**src/rtl/core_types_pkg.sv**
```systemverilog
// ------------------------------
// processor-wide widths and counts
// the low LOG_PRF_BANK_COUNT bits of a physical register name its bank
// bank count must stay a power of two
// ------------------------------

package core_types_pkg;

	// ------------------------------
	// widths and counts
	localparam int DISPATCH_WAYS = 4;
	localparam int LOG_PR_COUNT = 7;
	localparam int PRF_BANK_COUNT = 4;
	localparam int LOG_PRF_BANK_COUNT = 2;
	localparam int LOG_ROB_ENTRIES = 7;
	localparam int BTB_PRED_INFO_WIDTH = 8;

	// ------------------------------
	// named vector types
	typedef logic [LOG_PR_COUNT-1:0] pr_t;
	// register index with the bank bits stripped
	typedef logic [LOG_PR_COUNT-LOG_PRF_BANK_COUNT-1:0] upper_pr_t;
	typedef logic [LOG_ROB_ENTRIES-1:0] rob_index_t;
	typedef logic [31:0] pc_t;
	typedef logic [19:0] imm20_t;
	// opaque to the queue, passed through as is
	typedef logic [3:0] bru_op_code_t;
	typedef logic [BTB_PRED_INFO_WIDTH-1:0] pred_info_t;

endpackage
```
**src/rtl/bru_dq_pkg.sv**
```systemverilog
// ------------------------------
// types carried by the branch dispatch queue
// dq_count_t holds 0 to 16, so queues of up to 16 entries
// ------------------------------

package bru_dq_pkg;

	localparam int MAX_DQ_ENTRIES = 16;

	// occupancy, free count and tail offsets
	typedef logic [$clog2(MAX_DQ_ENTRIES+1)-1:0] dq_count_t;

	// ------------------------------
	// one branch op as it leaves rename/dispatch
	typedef struct packed {
		core_types_pkg::bru_op_code_t op;
		core_types_pkg::pred_info_t pred_info;
		logic pred_lru;
		logic is_link_ra;
		logic is_ret_ra;
		core_types_pkg::pc_t pc;
		core_types_pkg::pc_t pred_pc;
		core_types_pkg::imm20_t imm20;
		// source operand a
		core_types_pkg::pr_t a_pr;
		logic a_ready;
		logic a_unneeded_or_is_zero;
		// source operand b
		core_types_pkg::pr_t b_pr;
		logic b_ready;
		logic b_unneeded_or_is_zero;
		core_types_pkg::pr_t dest_pr;
		core_types_pkg::rob_index_t rob_index;
	} bru_op_t;

	// one bank of the writeback bus
	typedef struct packed {
		logic valid;
		core_types_pkg::upper_pr_t upper_pr;
	} wb_slot_t;

endpackage

```
**src/rtl/bru_dq_wrapper.sv**
```systemverilog
// ------------------------------
// top level, one register stage on every queue input and output
// acks come back one cycle after the inputs are sampled
// head shown one cycle late, ready acts two edges after it is driven
// ------------------------------

module bru_dq_wrapper #(
	parameter int BRU_DQ_ENTRIES = 4
) (
	input logic CLK,
	input logic nRST,
	input logic [core_types_pkg::DISPATCH_WAYS-1:0] next_dispatch_attempt_by_way,
	input logic [core_types_pkg::DISPATCH_WAYS-1:0] next_dispatch_valid_by_way,
	input bru_dq_pkg::bru_op_t [core_types_pkg::DISPATCH_WAYS-1:0] next_dispatch_op_by_way,
	output logic [core_types_pkg::DISPATCH_WAYS-1:0] last_dispatch_ack_by_way,
	input bru_dq_pkg::wb_slot_t [core_types_pkg::PRF_BANK_COUNT-1:0] next_wb_bus_by_bank,
	output logic last_iq_enq_valid,
	output bru_dq_pkg::bru_op_t last_iq_enq_op,
	input logic next_iq_enq_ready
);

	// queue side of the register stage
	logic [core_types_pkg::DISPATCH_WAYS-1:0] dispatch_attempt_by_way;
	logic [core_types_pkg::DISPATCH_WAYS-1:0] dispatch_valid_by_way;
	bru_dq_pkg::bru_op_t [core_types_pkg::DISPATCH_WAYS-1:0] dispatch_op_by_way;
	logic [core_types_pkg::DISPATCH_WAYS-1:0] dispatch_ack_by_way;
	bru_dq_pkg::wb_slot_t [core_types_pkg::PRF_BANK_COUNT-1:0] wb_bus_by_bank;
	logic iq_enq_valid;
	bru_dq_pkg::bru_op_t iq_enq_op;
	logic iq_enq_ready;

	bru_dq #(.BRU_DQ_ENTRIES(BRU_DQ_ENTRIES)) u_bru_dq (
		.CLK(CLK),
		.nRST(nRST),
		.dispatch_attempt_by_way(dispatch_attempt_by_way),
		.dispatch_valid_by_way(dispatch_valid_by_way),
		.dispatch_op_by_way(dispatch_op_by_way),
		.dispatch_ack_by_way(dispatch_ack_by_way),
		.wb_bus_by_bank(wb_bus_by_bank),
		.iq_enq_valid(iq_enq_valid),
		.iq_enq_op(iq_enq_op),
		.iq_enq_ready(iq_enq_ready)
	);

	// ------------------------------
	// timing isolation registers
	always_ff @(posedge CLK or negedge nRST) begin
		if (!nRST) begin
			dispatch_attempt_by_way <= '0;
			dispatch_valid_by_way <= '0;
			dispatch_op_by_way <= '0;
			wb_bus_by_bank <= '0;
			iq_enq_ready <= 1'b0;
			last_dispatch_ack_by_way <= '0;
			last_iq_enq_valid <= 1'b0;
			last_iq_enq_op <= '0;
		end else begin
			// inputs
			dispatch_attempt_by_way <= next_dispatch_attempt_by_way;
			dispatch_valid_by_way <= next_dispatch_valid_by_way;
			dispatch_op_by_way <= next_dispatch_op_by_way;
			wb_bus_by_bank <= next_wb_bus_by_bank;
			iq_enq_ready <= next_iq_enq_ready;
			// outputs
			last_dispatch_ack_by_way <= dispatch_ack_by_way;
			last_iq_enq_valid <= iq_enq_valid;
			last_iq_enq_op <= iq_enq_op;
		end
	end

endmodule

```
**src/rtl/bru_dq.sv**
```systemverilog
// ------------------------------
// branch dispatch queue, circular buffer in program order
// BRU_DQ_ENTRIES from 2 to 16, any value (explicit pointer wrap)
// entries popped this cycle are not free for dispatch this cycle
// operand ready bits set by writeback matches while an op waits
// ------------------------------

module bru_dq #(
	parameter int BRU_DQ_ENTRIES = 4
) (
	input logic CLK,
	input logic nRST,
	input logic [core_types_pkg::DISPATCH_WAYS-1:0] dispatch_attempt_by_way,
	input logic [core_types_pkg::DISPATCH_WAYS-1:0] dispatch_valid_by_way,
	input bru_dq_pkg::bru_op_t [core_types_pkg::DISPATCH_WAYS-1:0] dispatch_op_by_way,
	output logic [core_types_pkg::DISPATCH_WAYS-1:0] dispatch_ack_by_way,
	input bru_dq_pkg::wb_slot_t [core_types_pkg::PRF_BANK_COUNT-1:0] wb_bus_by_bank,
	output logic iq_enq_valid,
	output bru_dq_pkg::bru_op_t iq_enq_op,
	input logic iq_enq_ready
);

	localparam int WAYS = core_types_pkg::DISPATCH_WAYS;
	localparam int PTR_W = $clog2(BRU_DQ_ENTRIES);

	typedef logic [PTR_W-1:0] ptr_t;

	// pointer plus offset, wrapped into the entry range
	function automatic ptr_t wrap_add(input ptr_t a, input bru_dq_pkg::dq_count_t b);
		bru_dq_pkg::dq_count_t sum;
		sum = bru_dq_pkg::dq_count_t'(a) + b;
		if (sum >= bru_dq_pkg::dq_count_t'(BRU_DQ_ENTRIES)) begin
			sum = sum - bru_dq_pkg::dq_count_t'(BRU_DQ_ENTRIES);
		end
		return ptr_t'(sum);
	endfunction

	// ------------------------------
	// state
	bru_dq_pkg::bru_op_t entry_q [BRU_DQ_ENTRIES];
	logic [BRU_DQ_ENTRIES-1:0] valid_q;
	ptr_t head_q;
	ptr_t tail_q;
	bru_dq_pkg::dq_count_t count_q;

	bru_dq_pkg::dq_count_t free_count;
	logic [WAYS-1:0] alloc_by_way;
	bru_dq_pkg::dq_count_t [WAYS-1:0] alloc_offset_by_way;
	bru_dq_pkg::dq_count_t alloc_count;
	ptr_t way_slot [WAYS];
	bru_dq_pkg::bru_op_t way_op_woken [WAYS];
	logic [WAYS-1:0] way_a_match;
	logic [WAYS-1:0] way_b_match;
	logic [BRU_DQ_ENTRIES-1:0] entry_a_match;
	logic [BRU_DQ_ENTRIES-1:0] entry_b_match;
	logic [BRU_DQ_ENTRIES-1:0] entry_write;
	bru_dq_pkg::bru_op_t write_op [BRU_DQ_ENTRIES];
	bru_dq_pkg::bru_op_t head_op;
	logic head_a_match;
	logic head_b_match;
	logic pop;

	assign free_count = bru_dq_pkg::dq_count_t'(BRU_DQ_ENTRIES) - count_q;

	dispatch_alloc #(.BRU_DQ_ENTRIES(BRU_DQ_ENTRIES)) u_dispatch_alloc (
		.attempt_by_way(dispatch_attempt_by_way),
		.valid_by_way(dispatch_valid_by_way),
		.free_count(free_count),
		.ack_by_way(dispatch_ack_by_way),
		.alloc_by_way(alloc_by_way),
		.alloc_offset_by_way(alloc_offset_by_way),
		.alloc_count(alloc_count)
	);

	// ------------------------------
	// incoming ways, woken by same-cycle writeback
	for (genvar w = 0; w < WAYS; w++) begin : g_way
		wb_wakeup u_a_wakeup (.pr(dispatch_op_by_way[w].a_pr), .wb_bus_by_bank, .match(way_a_match[w]));
		wb_wakeup u_b_wakeup (.pr(dispatch_op_by_way[w].b_pr), .wb_bus_by_bank, .match(way_b_match[w]));

		assign way_slot[w] = wrap_add(tail_q, alloc_offset_by_way[w]);

		always_comb begin
			way_op_woken[w] = dispatch_op_by_way[w];
			way_op_woken[w].a_ready = dispatch_op_by_way[w].a_ready | way_a_match[w];
			way_op_woken[w].b_ready = dispatch_op_by_way[w].b_ready | way_b_match[w];
		end
	end

	// stored operands
	for (genvar e = 0; e < BRU_DQ_ENTRIES; e++) begin : g_entry
		wb_wakeup u_a_wakeup (.pr(entry_q[e].a_pr), .wb_bus_by_bank, .match(entry_a_match[e]));
		wb_wakeup u_b_wakeup (.pr(entry_q[e].b_pr), .wb_bus_by_bank, .match(entry_b_match[e]));
	end

	// route each allocated way to its entry
	always_comb begin
		for (int e = 0; e < BRU_DQ_ENTRIES; e++) begin
			entry_write[e] = 1'b0;
			write_op[e] = '0;
			for (int w = 0; w < WAYS; w++) begin
				if (alloc_by_way[w] && way_slot[w] == ptr_t'(e)) begin
					entry_write[e] = 1'b1;
					write_op[e] = way_op_woken[w];
				end
			end
		end
	end

	// ------------------------------
	// control state
	always_ff @(posedge CLK or negedge nRST) begin
		if (!nRST) begin
			valid_q <= '0;
			head_q <= '0;
			tail_q <= '0;
			count_q <= '0;
		end else begin
			if (pop) begin
				valid_q[head_q] <= 1'b0;
				head_q <= wrap_add(head_q, bru_dq_pkg::dq_count_t'(1));
			end
			// new slots never collide with the popped head
			for (int w = 0; w < WAYS; w++) begin
				if (alloc_by_way[w]) begin
					valid_q[way_slot[w]] <= 1'b1;
				end
			end
			tail_q <= wrap_add(tail_q, alloc_count);
			count_q <= count_q + alloc_count - bru_dq_pkg::dq_count_t'(pop);
		end
	end

	// entry payload
	always_ff @(posedge CLK) begin
		for (int e = 0; e < BRU_DQ_ENTRIES; e++) begin
			if (entry_write[e]) begin
				entry_q[e] <= write_op[e];
			end else begin
				if (entry_a_match[e]) entry_q[e].a_ready <= 1'b1;
				if (entry_b_match[e]) entry_q[e].b_ready <= 1'b1;
			end
		end
	end

	// ------------------------------
	// head toward the issue queue
	assign head_op = entry_q[head_q];

	wb_wakeup u_head_a_wakeup (.pr(head_op.a_pr), .wb_bus_by_bank, .match(head_a_match));
	wb_wakeup u_head_b_wakeup (.pr(head_op.b_pr), .wb_bus_by_bank, .match(head_b_match));

	always_comb begin
		iq_enq_op = head_op;
		iq_enq_op.a_ready = head_op.a_ready | head_a_match;
		iq_enq_op.b_ready = head_op.b_ready | head_b_match;
	end

	assign iq_enq_valid = valid_q[head_q];
	assign pop = iq_enq_valid & iq_enq_ready;

	// ------------------------------
	// checks
	a_count_bound: assert property (@(posedge CLK) disable iff (!nRST)
		count_q <= bru_dq_pkg::dq_count_t'(BRU_DQ_ENTRIES));
	a_valid_matches_count: assert property (@(posedge CLK) disable iff (!nRST)
		iq_enq_valid == (count_q != '0));
	a_no_pop_empty: assert property (@(posedge CLK) disable iff (!nRST)
		pop |-> count_q != '0);
	a_ack_in_attempt: assert property (@(posedge CLK) disable iff (!nRST)
		(dispatch_ack_by_way & ~dispatch_attempt_by_way) == '0);

endmodule

```
**src/rtl/wb_wakeup.sv**
```systemverilog
// ------------------------------
// writeback match for one physical register
// bank taken from the low bits, upper bits compared to that bank's slot
// ------------------------------

module wb_wakeup (
	input core_types_pkg::pr_t pr,
	input bru_dq_pkg::wb_slot_t [core_types_pkg::PRF_BANK_COUNT-1:0] wb_bus_by_bank,
	output logic match
);

	logic [core_types_pkg::LOG_PRF_BANK_COUNT-1:0] bank;
	core_types_pkg::upper_pr_t upper;
	bru_dq_pkg::wb_slot_t slot;

	// split register index
	assign bank = pr[core_types_pkg::LOG_PRF_BANK_COUNT-1:0];
	assign upper = pr[core_types_pkg::LOG_PR_COUNT-1:core_types_pkg::LOG_PRF_BANK_COUNT];

	// only this register's bank can carry its writeback
	assign slot = wb_bus_by_bank[bank];
	assign match = slot.valid & (slot.upper_pr == upper);

endmodule

```
**src/rtl/dispatch_alloc.sv**
```systemverilog
// ------------------------------
// dispatch acknowledge and slot allocation
// ways are served lowest first, acks form a prefix of the attempting ways
// an acked way that is not valid uses ack budget but takes no entry
// purely combinational
// ------------------------------

module dispatch_alloc #(
	parameter int BRU_DQ_ENTRIES = 4
) (
	input logic [core_types_pkg::DISPATCH_WAYS-1:0] attempt_by_way,
	input logic [core_types_pkg::DISPATCH_WAYS-1:0] valid_by_way,
	input bru_dq_pkg::dq_count_t free_count,
	output logic [core_types_pkg::DISPATCH_WAYS-1:0] ack_by_way,
	output logic [core_types_pkg::DISPATCH_WAYS-1:0] alloc_by_way,
	output bru_dq_pkg::dq_count_t [core_types_pkg::DISPATCH_WAYS-1:0] alloc_offset_by_way,
	output bru_dq_pkg::dq_count_t alloc_count
);

	bru_dq_pkg::dq_count_t free_eff;
	bru_dq_pkg::dq_count_t attempt_cnt;
	bru_dq_pkg::dq_count_t taken_cnt;
	logic refused;

	// free count can never legally exceed the queue size
	assign free_eff = (free_count > bru_dq_pkg::dq_count_t'(BRU_DQ_ENTRIES)) ?
		bru_dq_pkg::dq_count_t'(BRU_DQ_ENTRIES) : free_count;

	always_comb begin
		attempt_cnt = '0;
		taken_cnt = '0;
		refused = 1'b0;
		for (int w = 0; w < core_types_pkg::DISPATCH_WAYS; w++) begin
			ack_by_way[w] = 1'b0;
			alloc_by_way[w] = 1'b0;
			// offset from tail = valid acked ways below this one
			alloc_offset_by_way[w] = taken_cnt;
			if (attempt_by_way[w]) begin
				attempt_cnt = attempt_cnt + bru_dq_pkg::dq_count_t'(1);
				if (!refused && attempt_cnt <= free_eff) begin
					ack_by_way[w] = 1'b1;
				end else begin
					refused = 1'b1;
				end
			end
			if (ack_by_way[w] && valid_by_way[w]) begin
				alloc_by_way[w] = 1'b1;
				taken_cnt = taken_cnt + bru_dq_pkg::dq_count_t'(1);
			end
		end
		alloc_count = taken_cnt;
	end

endmodule

```
**config.mk**
```make
export PLATFORM = sky130hd
export DESIGN_NAME = bru_dq_wrapper
export DESIGN_NICKNAME = d
export VERILOG_FILES = /design/src/rtl/core_types_pkg.sv /design/src/rtl/bru_dq_pkg.sv /design/src/rtl/bru_dq_wrapper.sv /design/src/rtl/bru_dq.sv /design/src/rtl/wb_wakeup.sv /design/src/rtl/dispatch_alloc.sv
export SDC_FILE = /design/constraint.sdc
export NUM_CORES = 2
export LEC_CHECK = 0
export BUFFER_PORTS_ARGS = -buffer_cell sky130_fd_sc_hd__buf_2
export CAP_MARGIN = 20
export CORE_ASPECT_RATIO = 1.75
export CORE_MARGIN = 5
export CORE_UTILIZATION = 32
export CTS_CLUSTER_SIZE = 20
export DETAILED_ROUTE_END_ITERATION = 10
export HOLD_SLACK_MARGIN = 0.08
export PLACE_DENSITY_LB_ADDON = 0.12
export SLEW_MARGIN = 20
export SYNTH_ARGS = -nofsm -noshare
export SYNTH_HDL_FRONTEND = slang
export SYNTH_HIERARCHICAL = 1
export SYNTH_SLANG_ARGS = --single-unit
```
**constraint.sdc**
```tcl
create_clock -name CLK -period 6.72 [get_ports CLK]
set_input_delay 0.336 -clock CLK [delete_from_list [all_inputs] [get_ports CLK]]
set_output_delay 0.336 -clock CLK [all_outputs]
set_load 0.01 [all_outputs]
```
==> summary.txt <==
crit path cell chain - inv_1 -> ha_1 -> o21a_1 -> xnor2_1 -> nor3_4 -> nand2_1 -> ha_1 -> nor2b_4 -> o211ai_4 -> and3_2 -> nand2_1 -> inv_1 -> ha_1 -> inv_1 -> mux2i_1 -> xor3_1 -> nor2_4 -> buf_12 -> nor2_1 -> a221o_1
count of input and output buffers - 694
f_max - 174 MHz
Synth Area per Inst - 12.9 µm²
grt ovf - 0
hold_sp - next_dispatch_op_by_way[471]
Startpoint Class - flop
Total Routing Usage GR - 0.267
Root Driver - clkbuf_16
status - complete, no violations
max_cap viols - 0
Vias/cell - 5.94
crit-path max FO - 130
Die Y - 560 µm
die area - 182000 µm²
CORE AREA - 173000 µm²
Peak VDD IR - 389 µV
I/O Pins - 695
GP Congestion - 0.832
post-DR wirelength/cell - 32.3 µm
Post-Route WL - 250000 µm
first-pass GRT wire length - 357000 µm
DRC violations left - 0
fillers - 15900
Hold Vio Cnt, Final - 0
multi-input logic area - 20300 µm²
post-route worst setup slack - 0.989 ns
synthesized instance count - 4294
WHS Endpoint - dispatch_op_by_way[471]
Initial Utilization - 0.321
Tot Pwr - 33.3 mW
Area Overhead vs Synth - 29.0%
Hold Path Cell Cnt - 2
post-route design area - 71500 µm²
Worst Path Required - 7.23 ns
clk sinks - 1230
Antenna Violating Nets Remaining - 0
largest net degree at the start of global routing - 162
critical path class - reg -> reg
Setup Viol. Count Final - 0
vias post-DR - 46100
Clk Latency, worst-skew pair - 0.80 ns
Critical R2R Capture - u_bru_dq/entry_q[1][15]
Nets - 5999
unrepaired setup endpoints after global routing - false
slew margin rel. - 0.266
Initial DRT Pass Iterations - 8
H-tree level count - 4
Power per Cell Area - 466 nW/µm²
CTS resizes - 0
Register Area - 33400 µm²
Reg2Reg Depth - 20
fin crit share - 0.853
Slowest Stage Delay on Critical Path - 0.75 ns
setup slack after placement - 1.05 ns
DP HPWL - 140000 µm
WHS - 0.184 ns
Crit-path slowest cell - buf_12
DRT iter0 DRCs - 5077
worst hold path class - in -> reg
vias in the first global route - 49000
buffer depth of the longest clock path - 4
reg-to-reg slack, setup - 0.99 ns
initial antenna violation count - 14
FF-to-FF Start - u_bru_dq/count_q[0]
CP Capture Type - flop
placed inst area - 61500 µm²
final setup TNS - 0 ns
CTS tree - yes
Die W - 325 µm
min Tclk post-route - 5.73 ns
Std-Cell Rows - 202
worst slew pin tran - 1.10 ns
layout cells sized above 1 - 0.224
Pleak - 27.1 nW
Ys Warns - 6
crit path DAT - 6.24 ns
post-CTS setup buffers - 0
Max Slew Vio Count - 0
Worst-path clk slew - 0.06 ns
Worst Skew - 0.0416 ns
TritonCTS Buffers - 138
synthesized area - 55400 µm²
==> area by class of cell <==
| type | count | area share |
|---|---|---|
| sequential | 1230 | 0.467 |
| multi-input combinational | 2650 | 0.284 |
| timing repair buffer | 1355 | 0.146 |
| clock buffer | 189 | 0.0547 |
| tap | 2244 | 0.0393 |
| clock inverter | 51 | 0.00688 |
| inverter | 31 | 0.00180 |
| antenna | 10 | 0.000350 |
==> per-layer routing <==
metal  vias to the layer above  wire, µm  track usage
met5                         -        10            0
met1                     23300     95400        0.336
met2                      3116    122000        0.454
met4                         2     10600        0.106
li1                      18900         -            -
met3                       726     22700       0.0545
==> what timing repair did <==
| action | CTS | global route |
|---|---|---|
| hold buffers | 558 | 0 |
| endpoints found under the setup margin | 0 | 0 |
| hold endpoints to repair | 642 | 0 |
==> registers in the layout (all words and copies together), names as in the netlist, 4 cells and up <==
register,flops
dispatch_attempt_by_way,4
wb_bus_by_bank,24
u_bru_dq/count_q,5
last_iq_enq_op,131
last_dispatch_ack_by_way,4
u_bru_dq/entry_q,524
dispatch_op_by_way,524
dispatch_valid_by_way,4
u_bru_dq/valid_q,4
==> worst max-delay path: cells and delay by family (launching register included) <==
family,cells,cell delay [ns]
flip-flops,1,0.40
AND/OR/NAND/NOR,7,1.30
buffers and inverters,4,1.01
multiplexers,1,0.37
XOR/XNOR,2,0.80
AO/OA/AOI/OAI,3,0.73
adder cells (fa/ha/maj),3,0.82
==> cells in the final DEF, fill, tap and decap left out, types with 8 or more instances in the layout <==
cell type and instances:
clkbuf_8 16, ha_1 33, o21ai_0 705, edfxtp_1 522, diode_2 10, a22oi_1 11, mux4_1 54, clkbuf_16 143
and3_1 19, buf_4 57, nand2b_1 10, clkbuf_1 30, xnor2_1 29, o21ai_1 303, buf_12 46, clkinv_2 21
nor2_1 26, dfrtp_1 704, nor4_1 20, a21oi_1 13, o211ai_1 8, dlygate4sd3_1 558, xor2_1 76, mux2i_1 20
mux4_2 186, o22ai_1 21, inv_1 28, nand2_1 519, nor2_4 12, a221oi_1 497, buf_2 693
==> through the flow <==
| stage | std cells | util |
|---|---|---|
| detailed placement | 6952 | 0.356 |
| floorplan | 4299 | - |
| CTS | 7750 | 0.414 |
| global placement | 6952 | 0.356 |
| global route | 7752 | 0.414 |
| finish | 7760 | 0.414 |
==> worst max path at each step <==
stage,cells after the start,start,end
final,20,u_bru_dq/count_q[0],u_bru_dq/entry_q[1][15]
after global routing,21,u_bru_dq/count_q[0],u_bru_dq/entry_q[3][94]
after CTS,20,u_bru_dq/count_q[0],u_bru_dq/entry_q[1][15]
after detailed placement,20,u_bru_dq/count_q[0],u_bru_dq/entry_q[1][15]
after global placement,20,u_bru_dq/count_q[0],u_bru_dq/entry_q[1][15]
after floorplan,19,u_bru_dq/count_q[0],u_bru_dq/entry_q[3][0]
==> where the power goes <==
group | leakage, nW | internal (mW) | total (mW) | switching (mW)
combinational | 11.8 | 4.89 | 13.1 | 8.17
clock | 2.17 | 4.36 | 7.56 | 3.20
sequential | 13.1 | 11.4 | 12.7 | 1.30
No activity file was read; power rests on OpenSTA's default activity.
